**src/source/mempool_system_pkg.sv**
```systemverilog
package mempool_system_pkg;

  // Sizes
  localparam int unsigned NumPorts    = 3;
  localparam int unsigned NumCores    = 4;
  localparam int unsigned AddrWidth   = 32;
  localparam int unsigned DataWidth   = 32;
  localparam int unsigned StrbWidth   = DataWidth / 8;
  localparam int unsigned L2AddrWidth = 12; // Word index, address bits 13:2

  typedef logic [AddrWidth-1:0]        addr_t;
  typedef logic [DataWidth-1:0]        data_t;
  typedef logic [StrbWidth-1:0]        strb_t;
  typedef logic [$clog2(NumPorts)-1:0] port_idx_t;
  typedef logic [NumCores-1:0]         core_mask_t;
  typedef logic [15:0]                 ctrl_off_t; // Offset inside the control window

  typedef enum logic [1:0] {
    TgtCtrl,
    TgtL2,
    TgtBootrom,
    TgtExternal // Default route
  } target_e;

  // Address map
  localparam addr_t CtrlBaseAddr    = 32'h4000_0000;
  localparam addr_t CtrlEndAddr     = 32'h4000_FFFF;
  localparam addr_t L2BaseAddr      = 32'h8000_0000;
  localparam addr_t L2EndAddr       = 32'h801F_FFFF;
  localparam addr_t BootromBaseAddr = 32'hA000_0000;
  localparam addr_t BootromEndAddr  = 32'hA000_FFFF;

  localparam addr_t TCDMBaseAddr = 32'h0000_0000;
  localparam addr_t TCDMSize     = 32'h0000_4000;

  // Control register offsets
  localparam ctrl_off_t CtrlWakeUpOff    = 16'h0000;
  localparam ctrl_off_t CtrlEocOff       = 16'h0004;
  localparam ctrl_off_t CtrlTcdmStartOff = 16'h0008;
  localparam ctrl_off_t CtrlTcdmEndOff   = 16'h000C;
  localparam ctrl_off_t CtrlNumCoresOff  = 16'h0010;

  // Boot image, indexed by address bits 4:2
  localparam int unsigned BootromWords = 8;
  localparam data_t BootromImage [BootromWords] = '{
    32'h0000_0297, 32'h0202_8293, 32'h3052_9073, 32'h1050_0073,
    32'hFFDF_F06F, 32'h0000_0013, 32'hCAFE_F00D, 32'h600D_C0DE
  };

endpackage : mempool_system_pkg
```
**src/source/target_router.sv**
```systemverilog
`timescale 1ns/1ps

module target_router (
  input  logic                                                          clk_i,
  input  logic                                                          rst_n_i,
  input  logic                                                          sel_valid_i,
  input  mempool_system_pkg::port_idx_t                                 sel_port_i,
  input  mempool_system_pkg::addr_t                                     sel_addr_i,
  input  logic                                                          sel_we_i,
  input  mempool_system_pkg::data_t                                     sel_wdata_i,
  input  mempool_system_pkg::strb_t                                     sel_be_i,
  output logic                                                          accept_o,
  output mempool_system_pkg::addr_t                                     mem_addr_o,
  output logic                                                          mem_we_o,
  output mempool_system_pkg::data_t                                     mem_wdata_o,
  output mempool_system_pkg::strb_t                                     mem_be_o,
  output logic                                                          l2_req_o,
  output logic                                                          rom_req_o,
  output logic                                                          ctrl_req_o,
  input  mempool_system_pkg::data_t                                     l2_rdata_i,
  input  mempool_system_pkg::data_t                                     rom_rdata_i,
  input  mempool_system_pkg::data_t                                     ctrl_rdata_i,
  output logic                                                          ext_req_o,
  output mempool_system_pkg::addr_t                                     ext_addr_o,
  output logic                                                          ext_we_o,
  output mempool_system_pkg::data_t                                     ext_wdata_o,
  output mempool_system_pkg::strb_t                                     ext_be_o,
  input  logic                                                          ext_gnt_i,
  input  logic                                                          ext_rvalid_i,
  input  mempool_system_pkg::data_t                                     ext_rdata_i,
  output logic [mempool_system_pkg::NumPorts-1:0]                       port_rvalid_o,
  output mempool_system_pkg::data_t [mempool_system_pkg::NumPorts-1:0] port_rdata_o,
  output logic                                                          busy_o
);

  import mempool_system_pkg::*;

  target_e   sel_tgt;
  logic      grant;
  logic      rsp_valid_q;
  port_idx_t rsp_port_q;
  target_e   rsp_tgt_q;
  logic      ext_req_q, ext_busy_q;
  port_idx_t ext_port_q;
  logic      ext_done;
  data_t     rsp_rdata;

  always_comb begin
    if (sel_addr_i >= CtrlBaseAddr && sel_addr_i <= CtrlEndAddr)
      sel_tgt = TgtCtrl;
    else if (sel_addr_i >= L2BaseAddr && sel_addr_i <= L2EndAddr)
      sel_tgt = TgtL2;
    else if (sel_addr_i >= BootromBaseAddr && sel_addr_i <= BootromEndAddr)
      sel_tgt = TgtBootrom;
    else
      sel_tgt = TgtExternal;
  end

  // Stall everything while an external access is open
  assign accept_o = ~ext_busy_q;
  assign grant    = sel_valid_i & accept_o;
  assign ext_done = ext_busy_q & ext_rvalid_i;

  assign mem_addr_o  = sel_addr_i;
  assign mem_we_o    = sel_we_i;
  assign mem_wdata_o = sel_wdata_i;
  assign mem_be_o    = sel_be_i;
  assign l2_req_o    = grant && (sel_tgt == TgtL2);
  assign rom_req_o   = grant && (sel_tgt == TgtBootrom);
  assign ctrl_req_o  = grant && (sel_tgt == TgtCtrl);

  always_ff @(posedge clk_i or negedge rst_n_i) begin
    if (!rst_n_i) begin
      rsp_valid_q <= 1'b0;
      rsp_port_q  <= '0;
      rsp_tgt_q   <= TgtCtrl;
      ext_req_q   <= 1'b0;
      ext_busy_q  <= 1'b0;
      ext_port_q  <= '0;
    end else begin
      rsp_valid_q <= grant && (sel_tgt != TgtExternal);
      rsp_port_q  <= sel_port_i;
      rsp_tgt_q   <= sel_tgt;
      if (grant && sel_tgt == TgtExternal) begin
        ext_req_q  <= 1'b1;
        ext_busy_q <= 1'b1;
        ext_port_q <= sel_port_i;
      end else begin
        if (ext_req_q && ext_gnt_i)
          ext_req_q <= 1'b0;
        if (ext_done)
          ext_busy_q <= 1'b0;
      end
    end
  end

  // External request fields
  always_ff @(posedge clk_i) begin
    if (grant && sel_tgt == TgtExternal) begin
      ext_addr_o  <= sel_addr_i;
      ext_we_o    <= sel_we_i;
      ext_wdata_o <= sel_wdata_i;
      ext_be_o    <= sel_be_i;
    end
  end

  assign ext_req_o = ext_req_q;

  always_comb begin
    if (ext_done)
      rsp_rdata = ext_rdata_i;
    else begin
      case (rsp_tgt_q)
        TgtCtrl:    rsp_rdata = ctrl_rdata_i;
        TgtL2:      rsp_rdata = l2_rdata_i;
        TgtBootrom: rsp_rdata = rom_rdata_i;
        default:    rsp_rdata = '0;
      endcase
    end
  end

  always_comb begin
    port_rvalid_o = '0;
    if (rsp_valid_q)
      port_rvalid_o[rsp_port_q] = 1'b1;
    if (ext_done)
      port_rvalid_o[ext_port_q] = 1'b1;
  end

  assign port_rdata_o = {NumPorts{rsp_rdata}}; // Same word on all ports, rvalid picks one
  assign busy_o       = sel_valid_i | ext_busy_q;

endmodule : target_router

```
**config.mk**
```make
export PLATFORM = sky130hd
export DESIGN_NAME = target_router
export DESIGN_NICKNAME = d
export VERILOG_FILES = /design/src/source/mempool_system_pkg.sv /design/src/source/target_router.sv
export SDC_FILE = /design/constraint.sdc
export NUM_CORES = 1
export LEC_CHECK = 0
export BUFFER_PORTS_ARGS = -buffer_cell sky130_fd_sc_hd__buf_2
export CAP_MARGIN = 20
export CORE_AREA = 2 2 172 174
export CTS_CLUSTER_DIAMETER = 200
export DETAILED_ROUTE_END_ITERATION = 10
export DIE_AREA = 0 0 174 176
export PLACE_DENSITY = 0.54
export SLEW_MARGIN = 25
export SYNTH_ARGS = -nofsm -noshare
export SYNTH_HDL_FRONTEND = slang
export SYNTH_SLANG_ARGS = --single-unit
```
**constraint.sdc**
```tcl
create_clock -name clk_i -period 3.9 [get_ports clk_i]
set_clock_uncertainty 0.2 [all_clocks]
set_input_delay 1.17 -clock clk_i [delete_from_list [all_inputs] [get_ports clk_i]]
set_output_delay 1.17 -clock clk_i [all_outputs]
set_load 0.05 [all_outputs]
```
==> metrics.yaml, run 1 <==
status: "finished clean"
final_area_mm2: 0.00690
post-place-ws_ns: -0.328
clk_pin_slew_ns: 0.06
finalCritPeriodShare_pct: 99.2
routed_wl_mm: 18.2
die_area_mm2: 0.0306
io_buffers: 446
cts-root-buf: "clkbuf_16"
regArea_mm2: 0.00230
start_util_pct: 16.1
max-vdd-ir-drop_mv: 0.324
first_global_vias: 4334
synth_top_area_cell: "edfxtp_1"
crit_type: "in -> out"
timing.fmax_mhz: 259
maxSlewHeadroom_pct: 54.8
synth_cells: 444
cts_tree: "built"
cp.arrival_ns: 2.50
cp-start-kind: "primary input"
layout.nets: 985
cts.path.max_buffers: 2
yosysSeqAreaShare_pct: 50.0
drtIter0Drc: 137
ys_types: 32
placed_cell_area_mm2: 0.00656
whs_ns: 0.349
routed_via_density: 3.73
nFillCells: 3163
synth_seq_cells: 78
ys.flop_type: "edfxtp_1"
avgSynthCellArea_um2: 10.3
drt_pre_antenna_iters: 4
synthTopCellsByArea: "edfxtp_1, buf_4, a21oi_1, mux2i_1, nor2_1"
crit_required_ns: 2.53
netlist.area_leader.share_pct: 45.1
postRouteAntennaNets: 0
cap_violations: 0
path_max_fanout: 4
ys_warn_count: 0
synth_commonest_cells: "buf_4, edfxtp_1, nor2_1"
worstRegToRegCells: 3
dp_hpwl_mm: 15.2
numCtsBuffers: 9
hold_depth: 2
worstHoldStart: "ext_req_o$_DFFE_PN0P_"
finalWorstPathRequiredPeriod_ns: 3.87
tightest_slew_ns: 0.676
layout_setup_ws_ns: 0.0319
core.rowCount: 62
synth_edf_count: 69
finalMaxSlewViolations: 0
grt_pass1_wl_mm: 25.3
clkLatencyLatePin_ns: 0.33
async_reset_ff_share_pct: 11.5
grtUsageTotal_pct: 11.2
synth_most_common_cell: "buf_4"
finalPower_mw: 2.97
core_area_mm2: 0.0285
antenna_found_initial: 2
syn_area_mm2: 0.00459
min_to: "ext_req_o$_DFFE_PN0P_"
avgRoutedWirePerCell_um: 15.5
setup_viol: 0
pwr_density_cell_mw_per_mm2: 431
multi_input_area_mm2: 0.00126
r2r-end: "ext_wdata_o[30]$_DFFE_PP_"
cts.sinks: 78
hold_viol_final: 0
cp-end-kind: "output port"
vias: 4369
layout-drive-gt1-share_pct: 65.4
io_pins: 447
die_height_um: 176
leakagePower_nw: 3.58
grt_overflow: 0
min_path_type: "reg -> reg"
rr_startpoint: "ext_busy_q$_DFFE_PN0P_"
drc: 0
htreeDepth: 3
grt_max_degree: 51
rsz0062_at_grt: "true"
chipWidth_um: 174
synthesis.nets: 648
r2r_setup_slack_ns: 1.82
area_growth_pct: 50.4
finalWeightedCongestion: 0.825
## per-stage QoR
| stage | utilization (%) | std cells | TNS [ns] |
|---|---|---|---|
| floorplan | - | 444 | -19.04 |
| global placement | 23.0 | 1152 | -0.916 |
| detailed placement | 23.0 | 1152 | -0.848 |
| CTS | 24.1 | 1167 | 0 |
| global route | 24.2 | 1170 | -0.0130 |
| finish | 24.2 | 1170 | 0 |
## sequential cells by signal, indices dropped and copies added, names as in the netlist
name	cells
ext_we_o	1
ext_be_o	4
rsp_port_q	2
ext_busy_q	1
rsp_tgt_q	2
ext_req_o	1
ext_port_q	2
rsp_valid_q	1
ext_addr_o	32
ext_wdata_o	32
## kinds of logic after synthesis
kind of cell / share of synthesized area [%]
AO/OA/AOI/OAI: 9.73
multiplexers: 6.98
AND/OR/NAND/NOR: 9.24
flip-flops: 50.0
buffers and inverters: 24.0
## critical path, cell delays in order
cell     delay, ns
buf_6         0.09
or4_4         0.55
nor2_4        0.15
nand2_2       0.08
buf_6         0.15
nor3_4        0.12
buf_6         0.18
## where the power goes
part	total (mW)	internal, mW	switching (mW)
clock network	0.772	0.429	0.343
logic	1.20	0.267	0.929
registers	1.01	0.985	0.0205
## cell type report
type / count / share of cell area [%]
timing repair buffer: 480 / 37.4
sequential: 78 / 33.3
multi-input combinational: 207 / 18.2
tap: 384 / 6.96
clock buffer: 10 / 3.32
clock inverter: 5 / 0.526
inverter: 5 / 0.272
antenna: 1 / 0.0363
## layer usage
| layer | track usage (%) | share of wire (%) | up-vias |
|---|---|---|---|
| li1 | - | - | 2079 |
| met1 | 10.5 | 34 | 1989 |
| met2 | 22.2 | 55 | 280 |
| met3 | 3.40 | 8.6 | 21 |
| met4 | 4.69 | 2.7 | 0 |
| met5 | 0 | 0 | - |
## worst max path at each step
stage | from | end | slack (ns)
2_1_floorplan | ext_rvalid_i | port_rdata_o[33] | -0.31
3_3_place_gp | sel_addr_i[24] | rom_req_o | -0.35
3_5_place_dp | sel_addr_i[24] | rom_req_o | -0.33
4_1_cts | sel_addr_i[23] | rom_req_o | 0.006
5_1_grt | sel_addr_i[26] | rom_req_o | -0.01
6_report | sel_addr_i[26] | rom_req_o | 0.03
## cells in the final DEF, fill, tap and decap left out, drive strengths merged, types with 2 or more instances in the layout
cell and n:
a21oi 66, buf 480, clkbuf 10, clkinvlp 3
dfrtp 9, edfxtp 69, inv 6, mux2i 32
nand2 5, nand2b 3, nand3b 2, nand4 2
nor2 69, nor2b 2, nor3 2, o211ai 2
o22ai 2, o311a 2, o311ai 2, o32ai 2
or2 3, or4 3
## timing repair
| action | CTS | global route |
|---|---|---|
| hold buffers | 0 | 0 |
| setup buffers | 0 | 2 |
| setup endpoints to repair | 3 | 3 |
| pin swaps | 4 | 0 |
| resized for setup | 12 | 3 |
(Power assumes the default switching activity.)
==> run 2, diff against run 1 <==
- CORE_AREA: 2 2 172 174 -> 8 8 168 170
- DIE_AREA: 0 0 174 176 -> 0 0 176 178
- PLACE_DENSITY: 0.54 -> 0.58
==> metrics.yaml, run 2 (synthesis results as in run 1) <==
status: "finished clean"
cts.sinks: 78
die_area_mm2: 0.0313
core_area_mm2: 0.0256
grt_max_degree: 51
cts_tree: "built"
finalMaxSlewViolations: 0
numCtsBuffers: 9
dp_hpwl_mm: 17.2
cts.path.max_buffers: 2
post-place-ws_ns: -0.265
rsz0062_at_grt: "true"
antenna_found_initial: 3
final_common_cell: "buf_2"
layout_setup_ws_ns: 0.0174
nFillCells: 2729
finalCritPeriodShare_pct: 99.6
clk_pin_slew_ns: 0.07
grtUsageTotal_pct: 11.5
finalNonFillerCells: 1122
layout.nets: 985
drc: 0
start_util_pct: 17.9
crit_required_ns: 2.53
routed_via_density: 3.94
layout-drive-gt1-share_pct: 65.3
cp-start-kind: "primary input"
io_buffers: 446
drt_pre_antenna_iters: 4
clkLatencyLatePin_ns: 0.34
setup_viol: 0
area_growth_pct: 51.0
pwr_density_cell_mw_per_mm2: 443
path_cells: "buf_8, or4_4, nor2_4, buf_6, nand2_8, nor3_4, buf_6"
htreeDepth: 3
crit_slowest_cell: "or4_4"
die_height_um: 178
first_global_vias: 4688
leakagePower_nw: 3.61
avgRoutedWirePerCell_um: 17.7
finalWeightedCongestion: 0.827
core.rowCount: 59
critPathMaxStageDelay_ns: 0.55
postRouteAntennaNets: 0
io_pins: 447
r2r_setup_slack_ns: 1.64
cp.arrival_ns: 2.51
place_inst: 1105
path_max_fanout: 4
chipWidth_um: 176
cap_violations: 0
tightest_slew_ns: 0.815
max-vdd-ir-drop_mv: 0.283
drtIter0Drc: 150
finalWorstPathRequiredPeriod_ns: 3.88
crit_type: "in -> out"
cts-root-buf: "clkbuf_16"
grt_overflow: 0
timing.fmax_mhz: 258
path_common_cell: "buf_6"
maxSlewHeadroom_pct: 45.5
final_cell_mix: "buf_2, edfxtp_1, nor2_1, a21oi_1, mux2i_1"
routed_wl_mm: 19.9
hold_viol_final: 0
min_path_type: "reg -> reg"
ctsHoldBuffers: 0
grt_pass1_wl_mm: 27.3
vias: 4422
top_regs: "ext_addr_o: 32 flops, ext_wdata_o: 32 flops, ext_be_o: 4 flops"
cp-end-kind: "output port"
-- run 2: path summary, 6_finish.rpt --
kind / cells after the start / endpoint / start
setup / recovery: 7 / rom_req_o / sel_addr_i[25]
hold / removal: 2 / ext_req_o$_DFFE_PN0P_ / ext_req_o$_DFFE_PN0P_
setup reg to reg: 3 / ext_wdata_o[6]$_DFFE_PP_ / ext_busy_q$_DFFE_PN0P_
hold reg to reg: 2 / ext_req_o$_DFFE_PN0P_ / ext_req_o$_DFFE_PN0P_
max in group asynchronous: 1 / rsp_tgt_q[0]$_DFF_PN0_ / rst_n_i
min in group asynchronous: 1 / ext_req_o$_DFFE_PN0P_ / rst_n_i
-- run 2: through the flow --
| step | utilization (%) | total power, mW | setup TNS (ns) | area [µm²] | hold slack (ns) |
|---|---|---|---|---|---|
| floorplan | - | 1.99 | -19.04 | 4640 | 0.403 |
| global placement | 25.6 | 2.24 | -0.573 | 6560 | 0.318 |
| detailed placement | 25.6 | 2.25 | -0.643 | 6560 | 0.329 |
| CTS | 27.0 | 3.12 | -0.0336 | 6920 | 0.340 |
| global route | 27.1 | 3.20 | -0.0456 | 6930 | 0.398 |
| finish | 27.1 | 3.07 | 0 | 6930 | 0.334 |
-- run 2: layout make-up --
class                      count  area, µm²  area share, %
multi-input combinational    207       1270           18.3
sequential                    78       2300           33.2
clock inverter                 6       68.8          0.993
inverter                       5       18.8          0.271
antenna                        1       2.50         0.0361
timing repair buffer         480       2630           37.9
clock buffer                  10        229           3.30
tap                          335        419           6.05
-- run 2: per-layer routing --
metal / vias to the layer above / routed length (µm) / track usage [%]
met1: 2021 / 6580 / 10.9
li1: 2079 / - / -
met2: 306 / 10600 / 21.7
met4: 0 / 198 / 2.97
met5: - / 0 / 0
met3: 16 / 2490 / 5.63
-- run 2: report_power, final --
group          switching, mW  internal (mW)  total [mW]
clock network          0.351          0.501       0.852
registers             0.0208          0.985        1.01
logic                  0.936          0.281        1.22
total                   1.31           1.77        3.07
-- run 2: worst max-delay path, delay by kind of cell --
family	cells	cell delay, ns
buffers and inverters	3	0.41
and+or+nand+nor	4	0.92
-- run 2: timing repair --
| action | CTS | global route |
|---|---|---|
| pin swaps | 4 | 3 |
| resized for setup | 14 | 3 |
| endpoints found under the setup margin | 3 | 3 |
| setup buffers | 0 | 1 |
==> run 3, diff against run 2 <==
- RECOVER_POWER: not set -> 25
==> metrics.yaml, run 3 (synthesis results as in run 1) <==
final_common_cell: "buf_2"
postRouteAntennaNets: 0
regArea_mm2: 0.00230
first_global_vias: 4688
crit_slowest_cell: "or4_4"
numCtsBuffers: 9
finalCritPeriodShare_pct: 99.6
grt_overflow: 0
core_area_mm2: 0.0256
cp-end-kind: "output port"
area_growth_pct: 49.9
multi_input_area_mm2: 0.00127
maxSlewHeadroom_pct: 46.2
hold_viol_final: 0
path_cells: "buf_8, or4_4, nor2_4, buf_6, nand2_8, nor3_4, buf_6"
crit_required_ns: 2.53
grt_pass1_wl_mm: 27.3
tightest_slew_ns: 0.806
routed_via_density: 3.94
placed_cell_area_mm2: 0.00656
cts-root-buf: "clkbuf_16"
antenna_found_initial: 3
clk_pin_slew_ns: 0.07
ctsHoldBuffers: 0
setup_viol: 0
avgRoutedWirePerCell_um: 17.7
dp_hpwl_mm: 17.2
timing.fmax_mhz: 257
finalMaxSlewViolations: 0
pwr_density_cell_mw_per_mm2: 446
drtIter0Drc: 156
top_regs: "ext_addr_o: 32 flops, ext_wdata_o: 32 flops, ext_be_o: 4 flops"
chipWidth_um: 176
cts.path.max_buffers: 2
r2r-end: "ext_wdata_o[6]$_DFFE_PP_"
worstHoldStart: "ext_req_o$_DFFE_PN0P_"
leakagePower_nw: 3.50
cts_tree: "built"
status: "finished clean"
start_util_pct: 17.9
final_cell_mix: "buf_2, edfxtp_1, nor2_1, a21oi_1, clkbuf_1"
crit_type: "in -> out"
cap_violations: 0
drc: 0
worstRegToRegCells: 3
whs_ns: 0.334
path_common_cell: "buf_6"
min_path_type: "reg -> reg"
critPathMaxStageDelay_ns: 0.55
max-vdd-ir-drop_mv: 0.282
hold_depth: 2
min_to: "ext_req_o$_DFFE_PN0P_"
grt_max_degree: 51
finalWorstPathRequiredPeriod_ns: 3.88
core.rowCount: 59
rsz0062_at_grt: "true"
rr_startpoint: "ext_busy_q$_DFFE_PN0P_"
layout.nets: 985
finalWeightedCongestion: 0.827
layout-drive-gt1-share_pct: 60.2
htreeDepth: 3
drt_pre_antenna_iters: 4
routed_wl_mm: 19.9
die_height_um: 178
r2r_setup_slack_ns: 1.65
vias: 4419
cp-start-kind: "primary input"
cp.arrival_ns: 2.51
path_max_fanout: 4
nFillCells: 2751
grtUsageTotal_pct: 11.5
cts.sinks: 78
final_area_mm2: 0.00688
io_pins: 447
finish.utilization_pct: 26.9
clkLatencyLatePin_ns: 0.34
die_area_mm2: 0.0313
io_buffers: 446
## run 3: cell types whose count changed in the layout (fill, tap and decap cells not counted)
cell / delta
clkbuf_1: +40
buf_2: -40
## run 3: worst max-delay path by stage
stage | slack [ns] | end | start
after floorplan | -0.31 | port_rdata_o[33] | ext_rvalid_i
after global placement | -0.23 | rom_req_o | sel_addr_i[24]
after detailed placement | -0.27 | rom_req_o | sel_addr_i[24]
after CTS | -0.02 | rom_req_o | sel_addr_i[28]
after global routing | -0.05 | rom_req_o | sel_addr_i[25]
final | 0.02 | rom_req_o | sel_addr_i[25]
## run 3: repair_timing
item | 4_1_cts | 5_1_grt
endpoints found under the setup margin | 3 | 3
setup buffers | 0 | 1
gates cloned | 0 | 0
gates resized for setup | 14 | 3
pin swaps | 4 | 3
## run 3: critical path: cells and delay by family
kind	cells	cell delay (ns)
buffers and inverters	3	0.41
and+or+nand+nor	4	0.92
## run 3: cell type report
cell class | instances | area share [%]
inverters | 5 | 0.273
repair buffers | 480 | 37.4
flip-flops and latches | 78 | 33.4
well taps | 335 | 6.09
clock buffers | 10 | 3.33
multi-input cells | 207 | 18.4
diodes | 1 | 0.0364
clock inverters | 6 | 1.00
## run 3: per-layer routing
metal  vias up  GRT usage (%)  part of all wire (%)
li1       2079              -                     -
met4         0           2.97                   1.0
met3        16           5.63                    12
met2       291           21.7                    53
met5         -              0                     0
met1      2033           10.9                    33
## run 3: per-stage QoR
stage,setup slack [ns],std cells,power [mW],setup TNS [ns]
2_1_floorplan,-0.312,444,1.99,-19.04
3_3_place_gp,-0.231,1105,2.24,-0.573
3_5_place_dp,-0.265,1105,2.25,-0.643
4_1_cts,-0.0226,1121,3.12,-0.0336
5_1_grt,-0.0455,1122,3.19,-0.0455
6_report,0.0163,1122,3.07,0
## run 3: where the power goes
part / internal [mW] / switching [mW] / leakage (nW) / total, mW
sequential: 0.985 / 0.0208 / 0.752 / 1.01
combinational: 0.275 / 0.936 / 2.60 / 1.21
clock: 0.501 / 0.352 / 0.143 / 0.853
